## config.mk

```make
export PLATFORM = sky130hd
export DESIGN_NAME = rvCore
export DESIGN_NICKNAME = d
export VERILOG_FILES = /design/src/source/rvIsaPkg.sv /design/src/source/rvCtrlPkg.sv /design/src/source/controlUnit.sv /design/src/source/execUnit.sv /design/src/source/commitUnit.sv /design/src/source/rvCore.sv
export VERILOG_INCLUDE_DIRS = /design/src /design/src/source
export SDC_FILE = /design/constraint.sdc
export NUM_CORES = 2
export LEC_CHECK = 0
export ABC_AREA = 0
export BUFFER_PORTS_ARGS = -buffer_cell sky130_fd_sc_hd__buf_4
export CELL_PAD_IN_SITES_DETAIL_PLACEMENT = 0
export CELL_PAD_IN_SITES_GLOBAL_PLACEMENT = 1
export CORE_MARGIN = 10
export CORE_UTILIZATION = 58
export CTS_CLUSTER_SIZE = 24
export DETAILED_ROUTE_END_ITERATION = 12
export PLACE_DENSITY_LB_ADDON = 0.1
export SKIP_LAST_GASP = 1
export SYNTH_ARGS = -nofsm -noshare
export SYNTH_HDL_FRONTEND = slang
export SYNTH_SLANG_ARGS = --single-unit
```

## constraint.sdc

```tcl
create_clock -name clk -period 24.4 [get_ports clk]
set_input_delay 4.88 -clock clk [delete_from_list [all_inputs] [get_ports clk]]
set_output_delay 4.88 -clock clk [all_outputs]
set_load 0.02 [all_outputs]
```

## src/source/rv_consts.svh

```systemverilog
`ifndef RV_CONSTS_SVH
`define RV_CONSTS_SVH

// data path and address width
`define RV_XLEN 32

// architectural integer registers
`define RV_NREGS 32

// data memory depth in words
`define RV_DMEM_WORDS 64

// pc value loaded by reset
`define RV_RESET_PC 32'h0000_0000

`endif

```

## src/source/rvIsaPkg.sv

```systemverilog
package rvIsaPkg;

    // major opcodes of the supported subset, instr[6:0]
    typedef enum logic [6:0]
    {
        OP_REG    = 7'b0110011,  // register-register alu ops
        OP_IMM    = 7'b0010011,  // register-immediate alu ops
        OP_LOAD   = 7'b0000011,  // loads
        OP_STORE  = 7'b0100011,  // stores
        OP_BRANCH = 7'b1100011,  // conditional branches
        OP_JAL    = 7'b1101111,  // jump and link
        OP_LUI    = 7'b0110111   // load upper immediate
    } opcodeT;

    // funct3 of OP_REG and OP_IMM
    typedef enum logic [2:0]
    {
        ADD_SUB = 3'b000,  // add, addi, sub when bit 30 set on OP_REG
        SLT     = 3'b010,  // signed set less than
        XOR     = 3'b100,  // bitwise xor
        OR      = 3'b110,  // bitwise or
        AND     = 3'b111   // bitwise and
    } aluFunct3T;

    // funct3 of OP_BRANCH
    typedef enum logic [2:0]
    {
        BEQ = 3'b000,  // taken when equal
        BNE = 3'b001   // taken when not equal
    } branchFunct3T;

    // funct3 of OP_LOAD and OP_STORE
    typedef enum logic [2:0]
    {
        WORD = 3'b010  // full 32-bit access only
    } memFunct3T;

endpackage

```

## src/source/rvCtrlPkg.sv

```systemverilog
package rvCtrlPkg;

    // alu operation select, zero encoding is the idle default
    typedef enum logic [2:0]
    {
        ALU_ADD   = 3'b000,  // a + b
        ALU_SUB   = 3'b001,  // a - b, also branch compare
        ALU_AND   = 3'b010,  // a & b
        ALU_OR    = 3'b011,  // a | b
        ALU_XOR   = 3'b100,  // a ^ b
        ALU_SLT   = 3'b101,  // signed a < b
        ALU_PASSB = 3'b110   // b straight through for lui
    } aluOpT;

    // immediate format, I is the zero default
    typedef enum logic [2:0]
    {
        IMM_I = 3'b000,  // 12-bit signed, alu imm and loads
        IMM_S = 3'b001,  // split store offset
        IMM_B = 3'b010,  // branch offset, bit 0 implied
        IMM_U = 3'b011,  // upper 20 bits
        IMM_J = 3'b100   // jal offset, bit 0 implied
    } immSrcT;

    // write-back value select
    typedef enum logic [1:0]
    {
        RES_ALU = 2'b00,  // alu result
        RES_MEM = 2'b01,  // data memory read
        RES_PC4 = 2'b10   // link address for jal
    } resultSrcT;

endpackage

```

## src/source/controlUnit.sv

```systemverilog
`timescale 1ns/1ps

module controlUnit
(
    input  rvIsaPkg::opcodeT      op,         // instr[6:0]
    input  logic [2:0]            funct3,     // instr[14:12]
    input  logic                  funct7,     // instr[30]
    input  logic                  zero,       // alu result is zero
    output logic                  regWrite,   // rd write request
    output rvCtrlPkg::aluOpT      aluCtrl,    // alu operation
    output logic                  aluSrc,     // operand b from immediate
    output rvCtrlPkg::immSrcT     immSrc,     // immediate format
    output logic                  pcSrc,      // take pc + imm
    output logic                  memWrite,   // data memory store
    output rvCtrlPkg::resultSrcT  resultSrc   // write-back select
);
    import rvIsaPkg::*;
    import rvCtrlPkg::*;

    aluOpT f3Op;     // alu op implied by funct3
    logic  f3Legal;  // funct3 is one we execute
    logic  isBeq;    // decoded beq
    logic  isBne;    // decoded bne
    logic  isJal;    // decoded jal

    // funct3 to alu op, shared by OP_REG and OP_IMM
    always_comb
    begin
        f3Op    = ALU_ADD;
        f3Legal = 1'b1;
        case (funct3)
            ADD_SUB: f3Op = ALU_ADD;
            SLT:     f3Op = ALU_SLT;
            XOR:     f3Op = ALU_XOR;
            OR:      f3Op = ALU_OR;
            AND:     f3Op = ALU_AND;
            default: f3Legal = 1'b0;  // shifts and sltu not supported
        endcase
    end

    // main decode, everything starts inactive
    always_comb
    begin
        regWrite  = 1'b0;
        aluCtrl   = ALU_ADD;
        aluSrc    = 1'b0;
        immSrc    = IMM_I;
        memWrite  = 1'b0;
        resultSrc = RES_ALU;
        isBeq     = 1'b0;
        isBne     = 1'b0;
        isJal     = 1'b0;
        case (op)
            OP_REG:
            begin
                if (f3Legal)
                begin
                    regWrite = 1'b1;
                    // bit 30 picks sub only for the add slot
                    aluCtrl  = (funct3 == ADD_SUB && funct7) ? ALU_SUB : f3Op;
                end
            end
            OP_IMM:
            begin
                if (f3Legal)
                begin
                    regWrite = 1'b1;
                    aluSrc   = 1'b1;  // I-type immediate as operand b
                    aluCtrl  = f3Op;  // bit 30 is part of the immediate here
                end
            end
            OP_LOAD:
            begin
                case (funct3)
                    WORD:
                    begin
                        regWrite  = 1'b1;
                        aluSrc    = 1'b1;     // rs1 + offset
                        resultSrc = RES_MEM;  // write back the loaded word
                    end
                    default: ;  // lb, lh and friends dropped
                endcase
            end
            OP_STORE:
            begin
                case (funct3)
                    WORD:
                    begin
                        memWrite = 1'b1;
                        aluSrc   = 1'b1;   // address is rs1 + offset
                        immSrc   = IMM_S;
                    end
                    default: ;  // sb and sh dropped
                endcase
            end
            OP_BRANCH:
            begin
                case (funct3)
                    BEQ:
                    begin
                        isBeq   = 1'b1;
                        immSrc  = IMM_B;
                        aluCtrl = ALU_SUB;  // compare through zero flag
                    end
                    BNE:
                    begin
                        isBne   = 1'b1;
                        immSrc  = IMM_B;
                        aluCtrl = ALU_SUB;
                    end
                    default: ;  // blt, bge etc not decoded
                endcase
            end
            OP_JAL:
            begin
                isJal     = 1'b1;
                regWrite  = 1'b1;
                immSrc    = IMM_J;
                resultSrc = RES_PC4;  // link address
            end
            OP_LUI:
            begin
                regWrite = 1'b1;
                aluSrc   = 1'b1;
                immSrc   = IMM_U;
                aluCtrl  = ALU_PASSB;  // immediate already shifted up
            end
            default: ;  // unknown opcode retires as a no-op
        endcase
    end

    // zero kept out of the decode block so the alu path has no loop
    assign pcSrc = isJal | (isBeq & zero) | (isBne & ~zero);

endmodule

```

## src/source/execUnit.sv

```systemverilog
`timescale 1ns/1ps
`include "rv_consts.svh"

module execUnit
(
    input  logic                 clk,
    input  logic [31:0]          instr,      // current instruction word
    input  rvCtrlPkg::aluOpT     aluCtrl,    // alu operation
    input  logic                 aluSrc,     // operand b from immediate
    input  rvCtrlPkg::immSrcT    immSrc,     // immediate format
    input  logic                 rdWe,       // qualified rd write, x0 already filtered
    input  logic [`RV_XLEN-1:0]  rdData,     // write-back value
    output logic [`RV_XLEN-1:0]  aluResult,  // alu output, also memory address
    output logic [`RV_XLEN-1:0]  rs2Data,    // store data
    output logic [`RV_XLEN-1:0]  immExt,     // sign-extended immediate
    output logic                 zero        // aluResult == 0
);
    import rvCtrlPkg::*;

    logic [`RV_XLEN-1:0] regs [`RV_NREGS];  // integer register file, no reset
    logic [4:0]          rs1Idx;            // instr[19:15]
    logic [4:0]          rs2Idx;            // instr[24:20]
    logic [4:0]          rdIdx;             // instr[11:7]
    logic [`RV_XLEN-1:0] rs1Data;           // operand a
    logic [`RV_XLEN-1:0] srcB;              // operand b after mux
    logic                lessThan;          // signed compare for slt

    assign rs1Idx = instr[19:15];
    assign rs2Idx = instr[24:20];
    assign rdIdx  = instr[11:7];

    // two async read ports, x0 reads zero
    assign rs1Data = (rs1Idx == 5'd0) ? '0 : regs[rs1Idx];
    assign rs2Data = (rs2Idx == 5'd0) ? '0 : regs[rs2Idx];

    // single write port, commit decides when
    always_ff @(posedge clk)
    begin
        if (rdWe)
        begin
            regs[rdIdx] <= rdData;
        end
    end

    // immediate generator
    always_comb
    begin
        case (immSrc)
            IMM_I:
            begin
                immExt = {{20{instr[31]}}, instr[31:20]};
            end
            IMM_S:
            begin
                immExt = {{20{instr[31]}}, instr[31:25], instr[11:7]};
            end
            IMM_B:
            begin
                // offset in halfwords, lsb forced low
                immExt = {{19{instr[31]}}, instr[31], instr[7], instr[30:25],
                          instr[11:8], 1'b0};
            end
            IMM_U:
            begin
                immExt = {instr[31:12], 12'b0};  // low 12 bits cleared
            end
            IMM_J:
            begin
                immExt = {{11{instr[31]}}, instr[31], instr[19:12], instr[20],
                          instr[30:21], 1'b0};
            end
            default:
            begin
                immExt = '0;
            end
        endcase
    end

    // operand b select
    assign srcB     = aluSrc ? immExt : rs2Data;
    assign lessThan = $signed(rs1Data) < $signed(srcB);

    // alu
    always_comb
    begin
        case (aluCtrl)
            ALU_ADD:   aluResult = rs1Data + srcB;
            ALU_SUB:   aluResult = rs1Data - srcB;  // branches look at zero only
            ALU_AND:   aluResult = rs1Data & srcB;
            ALU_OR:    aluResult = rs1Data | srcB;
            ALU_XOR:   aluResult = rs1Data ^ srcB;
            ALU_SLT:   aluResult = {{(`RV_XLEN-1){1'b0}}, lessThan};
            ALU_PASSB: aluResult = srcB;            // lui
            default:   aluResult = '0;
        endcase
    end

    assign zero = (aluResult == '0);  // feeds beq/bne decision

endmodule

```

## src/source/commitUnit.sv

```systemverilog
`timescale 1ns/1ps
`include "rv_consts.svh"

module commitUnit
(
    input  logic                   clk,
    input  logic                   rst,
    input  logic                   instrValid,    // one-cycle instruction strobe
    input  logic [31:0]            instr,         // for the rd field
    input  logic                   regWrite,      // decoder wants rd written
    input  logic                   memWrite,      // decoder wants a store
    input  rvCtrlPkg::resultSrcT   resultSrc,     // write-back select
    input  logic                   pcSrc,         // branch or jump taken
    input  logic [`RV_XLEN-1:0]    aluResult,     // alu output / address
    input  logic [`RV_XLEN-1:0]    rs2Data,       // store data
    input  logic [`RV_XLEN-1:0]    immExt,        // branch and jump offset
    output logic [`RV_XLEN-1:0]    pc,            // architectural pc
    output logic                   rdWe,          // register file write enable
    output logic [`RV_XLEN-1:0]    rdData,        // register file write data
    output logic                   retireValid,   // one cycle after the strobe
    output logic [`RV_XLEN-1:0]    retirePc,      // pc of retired instr
    output logic                   retireRdWe,    // it wrote a register
    output logic [4:0]             retireRd,      // destination index
    output logic [`RV_XLEN-1:0]    retireData,    // value written, valid with retireRdWe
    output logic [`RV_XLEN-1:0]    retireNextPc   // pc it handed on
);
    import rvCtrlPkg::*;

    localparam int DMEM_AW = $clog2(`RV_DMEM_WORDS);  // word index width

    logic [`RV_XLEN-1:0] dmem [`RV_DMEM_WORDS];  // data memory, not cleared
    logic [DMEM_AW-1:0]  dmemIdx;                // word address
    logic [`RV_XLEN-1:0] memRdata;               // async read
    logic [`RV_XLEN-1:0] pcPlus4;                // sequential pc and link value
    logic [`RV_XLEN-1:0] nextPc;                 // pc after this instr
    logic [4:0]          rdIdx;                  // instr[11:7]

    assign rdIdx = instr[11:7];

    // word addressed, byte offset bits ignored
    assign dmemIdx  = aluResult[DMEM_AW+1:2];
    assign memRdata = dmem[dmemIdx];

    always_ff @(posedge clk)
    begin
        if (instrValid && memWrite)
        begin
            dmem[dmemIdx] <= rs2Data;  // sw only
        end
    end

    // write-back select
    always_comb
    begin
        case (resultSrc)
            RES_ALU: rdData = aluResult;
            RES_MEM: rdData = memRdata;
            RES_PC4: rdData = pcPlus4;  // jal link
            default: rdData = aluResult;
        endcase
    end

    // x0 is never written, the register file trusts this
    assign rdWe = instrValid & regWrite & (rdIdx != 5'd0);

    assign pcPlus4 = pc + `RV_XLEN'(4);
    assign nextPc  = pcSrc ? (pc + immExt) : pcPlus4;  // taken branch or jal

    // control state
    always_ff @(posedge clk)
    begin
        if (rst)
        begin
            pc          <= `RV_RESET_PC;
            retireValid <= 1'b0;
            retireRdWe  <= 1'b0;
        end
        else
        begin
            retireValid <= instrValid;  // pulse one cycle after strobe
            retireRdWe  <= rdWe;        // already qualified by the strobe
            if (instrValid)
            begin
                pc <= nextPc;
            end
        end
    end

    // retire payload, held between instructions
    always_ff @(posedge clk)
    begin
        if (instrValid)
        begin
            retirePc     <= pc;
            retireRd     <= rdIdx;
            retireData   <= rdData;
            retireNextPc <= nextPc;
        end
    end

endmodule

```

## src/source/rvCore.sv

```systemverilog
`timescale 1ns/1ps
`include "rv_consts.svh"

module rvCore
(
    input  logic                 clk,
    input  logic                 rst,
    input  logic                 instrValid,    // instruction strobe without back-pressure
    input  logic [31:0]          instr,         // word at address pc
    output logic [`RV_XLEN-1:0]  pc,            // fetch address for the driver
    output logic                 retireValid,   // retire report strobe
    output logic [`RV_XLEN-1:0]  retirePc,
    output logic                 retireRdWe,
    output logic [4:0]           retireRd,
    output logic [`RV_XLEN-1:0]  retireData,
    output logic [`RV_XLEN-1:0]  retireNextPc
);
    import rvIsaPkg::*;
    import rvCtrlPkg::*;

    opcodeT                opField;    // instr[6:0] as opcode
    aluOpT                 aluCtrl;    // decode to exec
    immSrcT                immSrc;
    resultSrcT             resultSrc;  // decode to commit
    logic                  aluSrc;
    logic                  regWrite;
    logic                  memWrite;
    logic                  pcSrc;
    logic                  zero;       // exec back to decode
    logic                  rdWe;       // commit back to exec
    logic [`RV_XLEN-1:0]   rdData;
    logic [`RV_XLEN-1:0]   aluResult;  // exec to commit
    logic [`RV_XLEN-1:0]   rs2Data;
    logic [`RV_XLEN-1:0]   immExt;

    assign opField = opcodeT'(instr[6:0]);

    controlUnit uControl
    (
        .op        (opField),
        .funct3    (instr[14:12]),
        .funct7    (instr[30]),
        .zero      (zero),
        .regWrite  (regWrite),
        .aluCtrl   (aluCtrl),
        .aluSrc    (aluSrc),
        .immSrc    (immSrc),
        .pcSrc     (pcSrc),
        .memWrite  (memWrite),
        .resultSrc (resultSrc)
    );

    execUnit uExec
    (
        .clk       (clk),
        .instr     (instr),
        .aluCtrl   (aluCtrl),
        .aluSrc    (aluSrc),
        .immSrc    (immSrc),
        .rdWe      (rdWe),
        .rdData    (rdData),
        .aluResult (aluResult),
        .rs2Data   (rs2Data),
        .immExt    (immExt),
        .zero      (zero)
    );

    commitUnit uCommit
    (
        .clk          (clk),
        .rst          (rst),
        .instrValid   (instrValid),
        .instr        (instr),
        .regWrite     (regWrite),
        .memWrite     (memWrite),
        .resultSrc    (resultSrc),
        .pcSrc        (pcSrc),
        .aluResult    (aluResult),
        .rs2Data      (rs2Data),
        .immExt       (immExt),
        .pc           (pc),
        .rdWe         (rdWe),
        .rdData       (rdData),
        .retireValid  (retireValid),
        .retirePc     (retirePc),
        .retireRdWe   (retireRdWe),
        .retireRd     (retireRd),
        .retireData   (retireData),
        .retireNextPc (retireNextPc)
    );

endmodule

```

==> Word level (Yosys, flattened, before mapping) <==
Memories as Yosys holds them, arrays and structs flattened.
Index checks and enable logic that the tools add are counted.
{ "word_totals": {"register_bits": 135, "ramBits": 3072, "out_inout_bits": 135, "wordCells": 95, "memories": 2} }
{ "memory_table": {"columns": ["memory", "depth", "word_bits", "rd", "rd_clocked_by_memory_dff", "wr", "line_no", "text"], "rows": [
  ["uCommit.dmem", 64, 32, 1, 0, 1, "commitUnit.sv:31", "logic [`RV_XLEN-1:0] dmem [`RV_DMEM_WORDS];"],
  ["uExec.regs", 32, 32, 2, 0, 1, "execUnit.sv:20", "logic [`RV_XLEN-1:0] regs [`RV_NREGS];"]
]} }
{ "classes": {"addsub": 4, "order_cmp": 1, "eq_ne": 24, "mux": 33, "bitwise": 10, "n_reduce_logical": 14} }
{ "ops": {"columns": ["op", "n"], "rows": [
  ["$pmux W32 S7", 1],
  ["$pmux W32 S5", 1],
  ["$mux W32", 4],
  ["$add A32 B32 Y32", 2],
  ["$pmux W32 S2", 1],
  ["$pmux W3 S4", 3],
  ["$add A32 B3 Y32 const B", 1],
  ["$and A32 B32 Y32", 1],
  ["$logic_not A32 Y1", 1],
  ["$lt A32 B32 Y1", 1],
  ["$or A32 B32 Y32", 1],
  ["$sub A32 B32 Y32", 1],
  ["$xor A32 B32 Y32", 1],
  ["$eq A3 B3 Y1 const B", 7],
  ["$eq A7 B6 Y1 const B", 3],
  ["$mux W1", 16],
  ["$eq A3 B2 Y1 const B", 5],
  ["$eq A7 B7 Y1 const B", 2],
  ["$logic_not A5 Y1", 2],
  ["$eq A3 B1 Y1 const B", 3],
  ["$logic_not A3 Y1", 3],
  ["$mux W3", 3],
  ["$reduce_or A2 Y1", 4],
  ["$eq A7 B2 Y1 const B", 1],
  ["12 further kinds", 18]
]} }

==> Logic depth before layout (Yosys ltp) <==
{ "depth": {"word_depth": 14, "depth_mapped": 32} }

==> By module <==
Synthesis repeated with hierarchy kept, for this count alone.
{ "hier_totals": {"cells_unflattened": 8255, "area_unflattened_um2": 140863.8} }
{ "by_module_without_submodules": {"columns": ["mod", "n_inst", "cells_each", "area_each_um2"], "rows": [
  ["commitUnit", 1, 4838, 86325.3],
  ["execUnit", 1, 3385, 54329.6],
  ["controlUnit", 1, 32, 209.0]
]} }

==> Least setup slack after synthesis <==
No wires, ideal clock.
{ "synth_path": {"kind": "input -> register", "from": "input port instr[20]", "to": "register uCommit.retireData[2], data pin", "setup_time_ps": 574, "t_arrival_ps": 15279, "t_required_ps": 23826, "path_slack_ps": 8547, "cell_stages": 23, "n_path_buf": 12, "cell_sequence": "clkbuf_1 -> buf_1 -> clkbuf_1 -> clkbuf_1 -> buf_1 -> nor3_1 -> clkbuf_1 -> nor3_1 -> nor2_1 -> nor2_1 -> ha_1 -> clkbuf_1 -> or4_1 -> a31oi_1 -> or2_1 -> clkbuf_1 -> clkbuf_1 -> buf_2 -> clkbuf_1 -> buf_1 -> a21oi_1 -> o311a_1 -> o41ai_1"} }
{ "synth_via": {"elab_chain_len": 7, "elab_cells_between_ends": 13} }
{ "synth_lines": {"columns": ["item", "line_no", "text"], "rows": [
  ["start, declared", "rvCore.sv:9", "input logic [31:0] instr,"],
  ["$mem_v2 Z32 W32 or $logic_not A5 Y1 (tied branches)", null, null],
  ["$mux W32 (*)", "execUnit.sv:34", "assign rs2Data = (rs2Idx == 5'd0) ? '0 : regs[rs2Idx];"],
  ["via rs2Data[3]", "rvCore.sv:33", "logic [`RV_XLEN-1:0] rs2Data;"],
  ["$mux W32 (*)", "execUnit.sv:80", "assign srcB = aluSrc ? immExt : rs2Data;"],
  ["$sub A32 B32 Y32 (tied with other cells)", "execUnit.sv:88", "ALU_SUB: aluResult = rs1Data - srcB;"],
  ["$pmux W32 S7 (*)", "execUnit.sv:86", "case (aluCtrl)"],
  ["$mem_v2 Z64 W32 (*)", null, null],
  ["$pmux W32 S2 (*)", "commitUnit.sv:55", "case (resultSrc)"],
  ["via rdData[2]", "rvCore.sv:31", "logic [`RV_XLEN-1:0] rdData;"],
  ["end signal, assigned", "commitUnit.sv:96", "retireData <= rdData;"],
  ["end, declared", "commitUnit.sv:24", "output logic [`RV_XLEN-1:0] retireData,"]
]} }
The timed path passes the listed nets; every way through them passes the cells marked *.
A chain may end at the register's enable or synchronous reset.

==> Worst setup path after layout <==
{ "layout_path": {"from": "input port instr[21]", "to": "memory uExec.regs[4][11] (netlist bit), data pin"} }
{ "layout_via": {"elab_chain_len": 7, "elab_cells_between_ends": 13} }
{ "layout_lines": {"columns": ["item", "line_no"], "rows": [
  ["$mem_v2 Z32 W32 or $logic_not A5 Y1 (tied branches)", null],
  ["$mux W32 (*)", "execUnit.sv:34"],
  ["via rs2Data[1]", "rvCore.sv:33"],
  ["$mux W32 (*)", "execUnit.sv:80"],
  ["$sub A32 B32 Y32 or $add A32 B32 Y32 (tied branches)", "execUnit.sv:88, execUnit.sv:87"],
  ["$pmux W32 S7 (*)", "execUnit.sv:86"],
  ["$mem_v2 Z64 W32", null],
  ["$pmux W32 S2 (*)", "commitUnit.sv:55"],
  ["via rdData[11]", "rvCore.sv:31"],
  ["end, declared", "execUnit.sv:20"]
]} }
Marked as above.

==> impl_results.md <==
- Outcome: finished, violations left
- Violated checks: capacitance limit
- Die area: 256,000 um2
- Post-Synth Simple-Gate Area: 6.36%
- Syn_area_per_cell: 15.7 um2
- Synth async-reset ratio: 0%
- Top-count cell post-synth: edfxtp_1
- DRC: 0
- Largest family of logic cells by synthesized area: multiplexers
- Post-synthesis adder-cell area fraction: 1.29%
- Nature of the critical path startpoint: primary input
- Total number of H-tree levels: 5
- CTS sink count: 3,207
- Global Route met2 Usage: 53.8%
- Internal power: 10,200 uW
- Num rows: 178
- Number of global-route vias before repair: 87,400
- Synth Warn #: 0
- Max Fclk: 63.0 MHz
- Worst-path clk slew: 60 ps
- Top cells by area, synth: edfxtp_1, mux4_2, o22ai_1
- Worst clock skew: 87.2 ps
- Crit path top cell by count: buf_4
- Hold_buf cts: 0
- Worst-margin pin slew: 1480 ps
- VDD IR max: 0.0922 mV
- Layout cell share with drive strength beyond 1: 19.9%
- Slew headroom: 0.325%
- Placer congestion estimate: 0.952
- Crit end category: flip-flop
- First DRT Iteration DRCs: 17,900
- Required time worst endpoint: 24,960 ps
- Sw Ratio: 33.2%
- Post-DRT Antenna Nets: 0
- Max Cap Viol: 3
- Avg WL per Cell: 41.2 um
- Worst-path fanout max: 79
- Post_cts resized: 0
- Largest net degree at the start of global routing: 94
- Post-synthesis mux area share: 10.6%
- Area grow syn2layout: 13.1%
- Psw: 5060 uW
- CP max-delay cell: o221ai_2
- Routed WL: 513 mm
- Core area: 235,000 um2
- Yosys top cell area share: 69.7%
- CTS tree: yes
- First-pass GRT wire length: 700 mm
- Compound-gate portion of the synthesized area: 9.09%
- Pins Over Slew Limit: 0
- Root buffer cell: clkbuf_16
- Top cell type by total area after synthesis: edfxtp_1
- GRT busiest layer: met2
- M3 GR Usage: 16.9%
- Synth Flop Type: edfxtp_1
- Synth Instances: 8,700
- Post-CTS Setup Bufs: 0
- Final HPWL DP: 307 mm
- Endpoints failing hold: 0
- Grt total ovfl: 0
- Met1 GRT Util: 53.3%
- Type of the tightest min-delay check: reg2reg
- DR vias/cell: 7.41
- Combinational power share: 25.1%
- I/O pins: 170
- Initial antenna violation count: 30
- Yosys cell types: 100
- Setup TNS: 0 ps
- Final Util: 65.8%
- Worst-Skew Late Latency: 990 ps
- Synth Area in XOR/XNOR: 0.448%
- Post-route minimum period: 15,880 ps
- Synthesis-stage register bit count: 3,207
- Reg power frac: 42.4%
- IO Port Bufs: 169
- Initial Util: 58.2%
- Post-synthesis sequential area ratio: 70.2%
- Vias: 92,300
- Die X-Extent: 506 um
- CP Class: in2reg
- Critical Path Max Stage Delay: 890 ps
- Nets: 9,205
- WP data arrival: 16,440 ps
- Num CTS Buffers: 341
- Gr usage total: 39.0%
- PD cells: 98.5 nW/um2
- RSZ-0062 raised after global routing: no
- Post-synth top cells: edfxtp_1, nand2_1, mux4_2
- Clock group share of total power: 32.6%
- Tcrit/Tclk final: 65.1%
- Drt first pass iters: 8
- Post-synth EDFFs: 3,173
- Post-Syn Area: 137,000 um2
- Bufs on Longest Clock Path: 4
- Leak: 0.0506 uW
- Die extent in y: 506 um
- # setup viols final: 0
critical path: cells and delay by family:
| kind | cells | cell delay (ps) |
|---|---|---|
| and+or+nand+nor | 9 | 2980 |
| AOI/OAI and AO/OA | 11 | 3570 |
| adders and majority gates | 1 | 480 |
| buffers and inverters | 9 | 4160 |
logic make-up (layout without fill, tap and decap cells):
family                   after synthesis  in the layout
AO/OA/AOI/OAI                       1847           1847
XOR/XNOR                              70             70
adder cells (fa/ha/maj)              139            139
buffers and inverters                725           1272
flip-flops                          3207           3207
multiplexers                         728            728
other                                  1             57
AND/OR/NAND/NOR                     1983           1983
placed cells by master (no fill, tap or decap), drive strengths merged, types with 32 or more instances in the layout:
cell type / Yosys / final
clkbuf: 401 / 422
nor2: 556 / 556
a31oi: 136 / 136
edfxtp: 3173 / 3173
nand3: 221 / 221
conb: 1 / 32
dfxtp: 34 / 34
inv: 143 / 146
nor3: 97 / 97
mux2: 55 / 55
xnor2: 47 / 47
o22ai: 555 / 555
nand2: 819 / 819
clkinv: 0 / 134
mux2i: 103 / 103
o211ai: 52 / 52
a21o: 49 / 49
mux4: 570 / 570
buf: 181 / 539
a221oi: 37 / 37
ha: 135 / 135
a21oi: 273 / 273
o21ai: 230 / 230
a311oi: 51 / 51
nand2b: 57 / 57
o221ai: 114 / 114
nor4: 72 / 72
path summary, 6_finish.rpt:
kind,to,cells past startpoint,start,slack [ps]
min reg2reg,uCommit.retirePc[31],0,uCommit.pc[31],570
max reg2reg,uExec.regs[4][11],27,uExec.regs[6][1],13490
max,uExec.regs[4][11],30,instr[21],8520
min,uCommit.retirePc[31],0,uCommit.pc[31],570
registers in the layout (all words and copies together) (netlist names):
signal	count
uCommit.dmem	2048
uExec.regs	1024
uCommit.pc	32
uCommit.retireData	32
uCommit.retireNextPc	32
uCommit.retirePc	32
uCommit.retireRd	5
uCommit.retireRdWe	1
uCommit.retireValid	1
metrics by stage:
step           cell area, um2  std cells  hold slack [ps]  power, uW  setup WS, ps
2_1_floorplan          137000       8731              576       8330          8550
4_1_cts                155000      12400              566      15000          9090
5_1_grt                155000      12400              586      15500          8290
3_5_place_dp           144000      11800              561      10100          8120
3_3_place_gp           144000      11800              556      10100          8160
6_report               155000      12500              568      15200          8520
power by group through the flow:
stage / registers, uW / logic, uW / clock network [uW]
after global routing: 6460 / 3850 / 5180
final: 6460 / 3820 / 4960
after global placement: 6570 / 3520 / 0
after CTS: 6450 / 3590 / 4960
after detailed placement: 6570 / 3570 / 0
after floorplan: 6590 / 1740 / 0
final cells by class:
class                           instances  area [um2]
Multi-Input combinational cell       4799       39500
Inverter                              143         538
Clock buffer                          421        9030
Antenna cell                           25        62.6
Tap cell                             3150        3940
Timing Repair Buffer                  540        4240
Sequential cell                      3207       96000
Fill cell                           16300       80300
Clock inverter                        168        1410
layer usage:
layer	wire (um)	share of wire, %	vias up
met5	293	0.057	-
met4	30200	5.9	26
met3	88000	17	1454
met2	213000	42	7982
met1	181000	35	47100
li1	-	-	35800
Note: power is estimated with default switching activity, not from simulation.
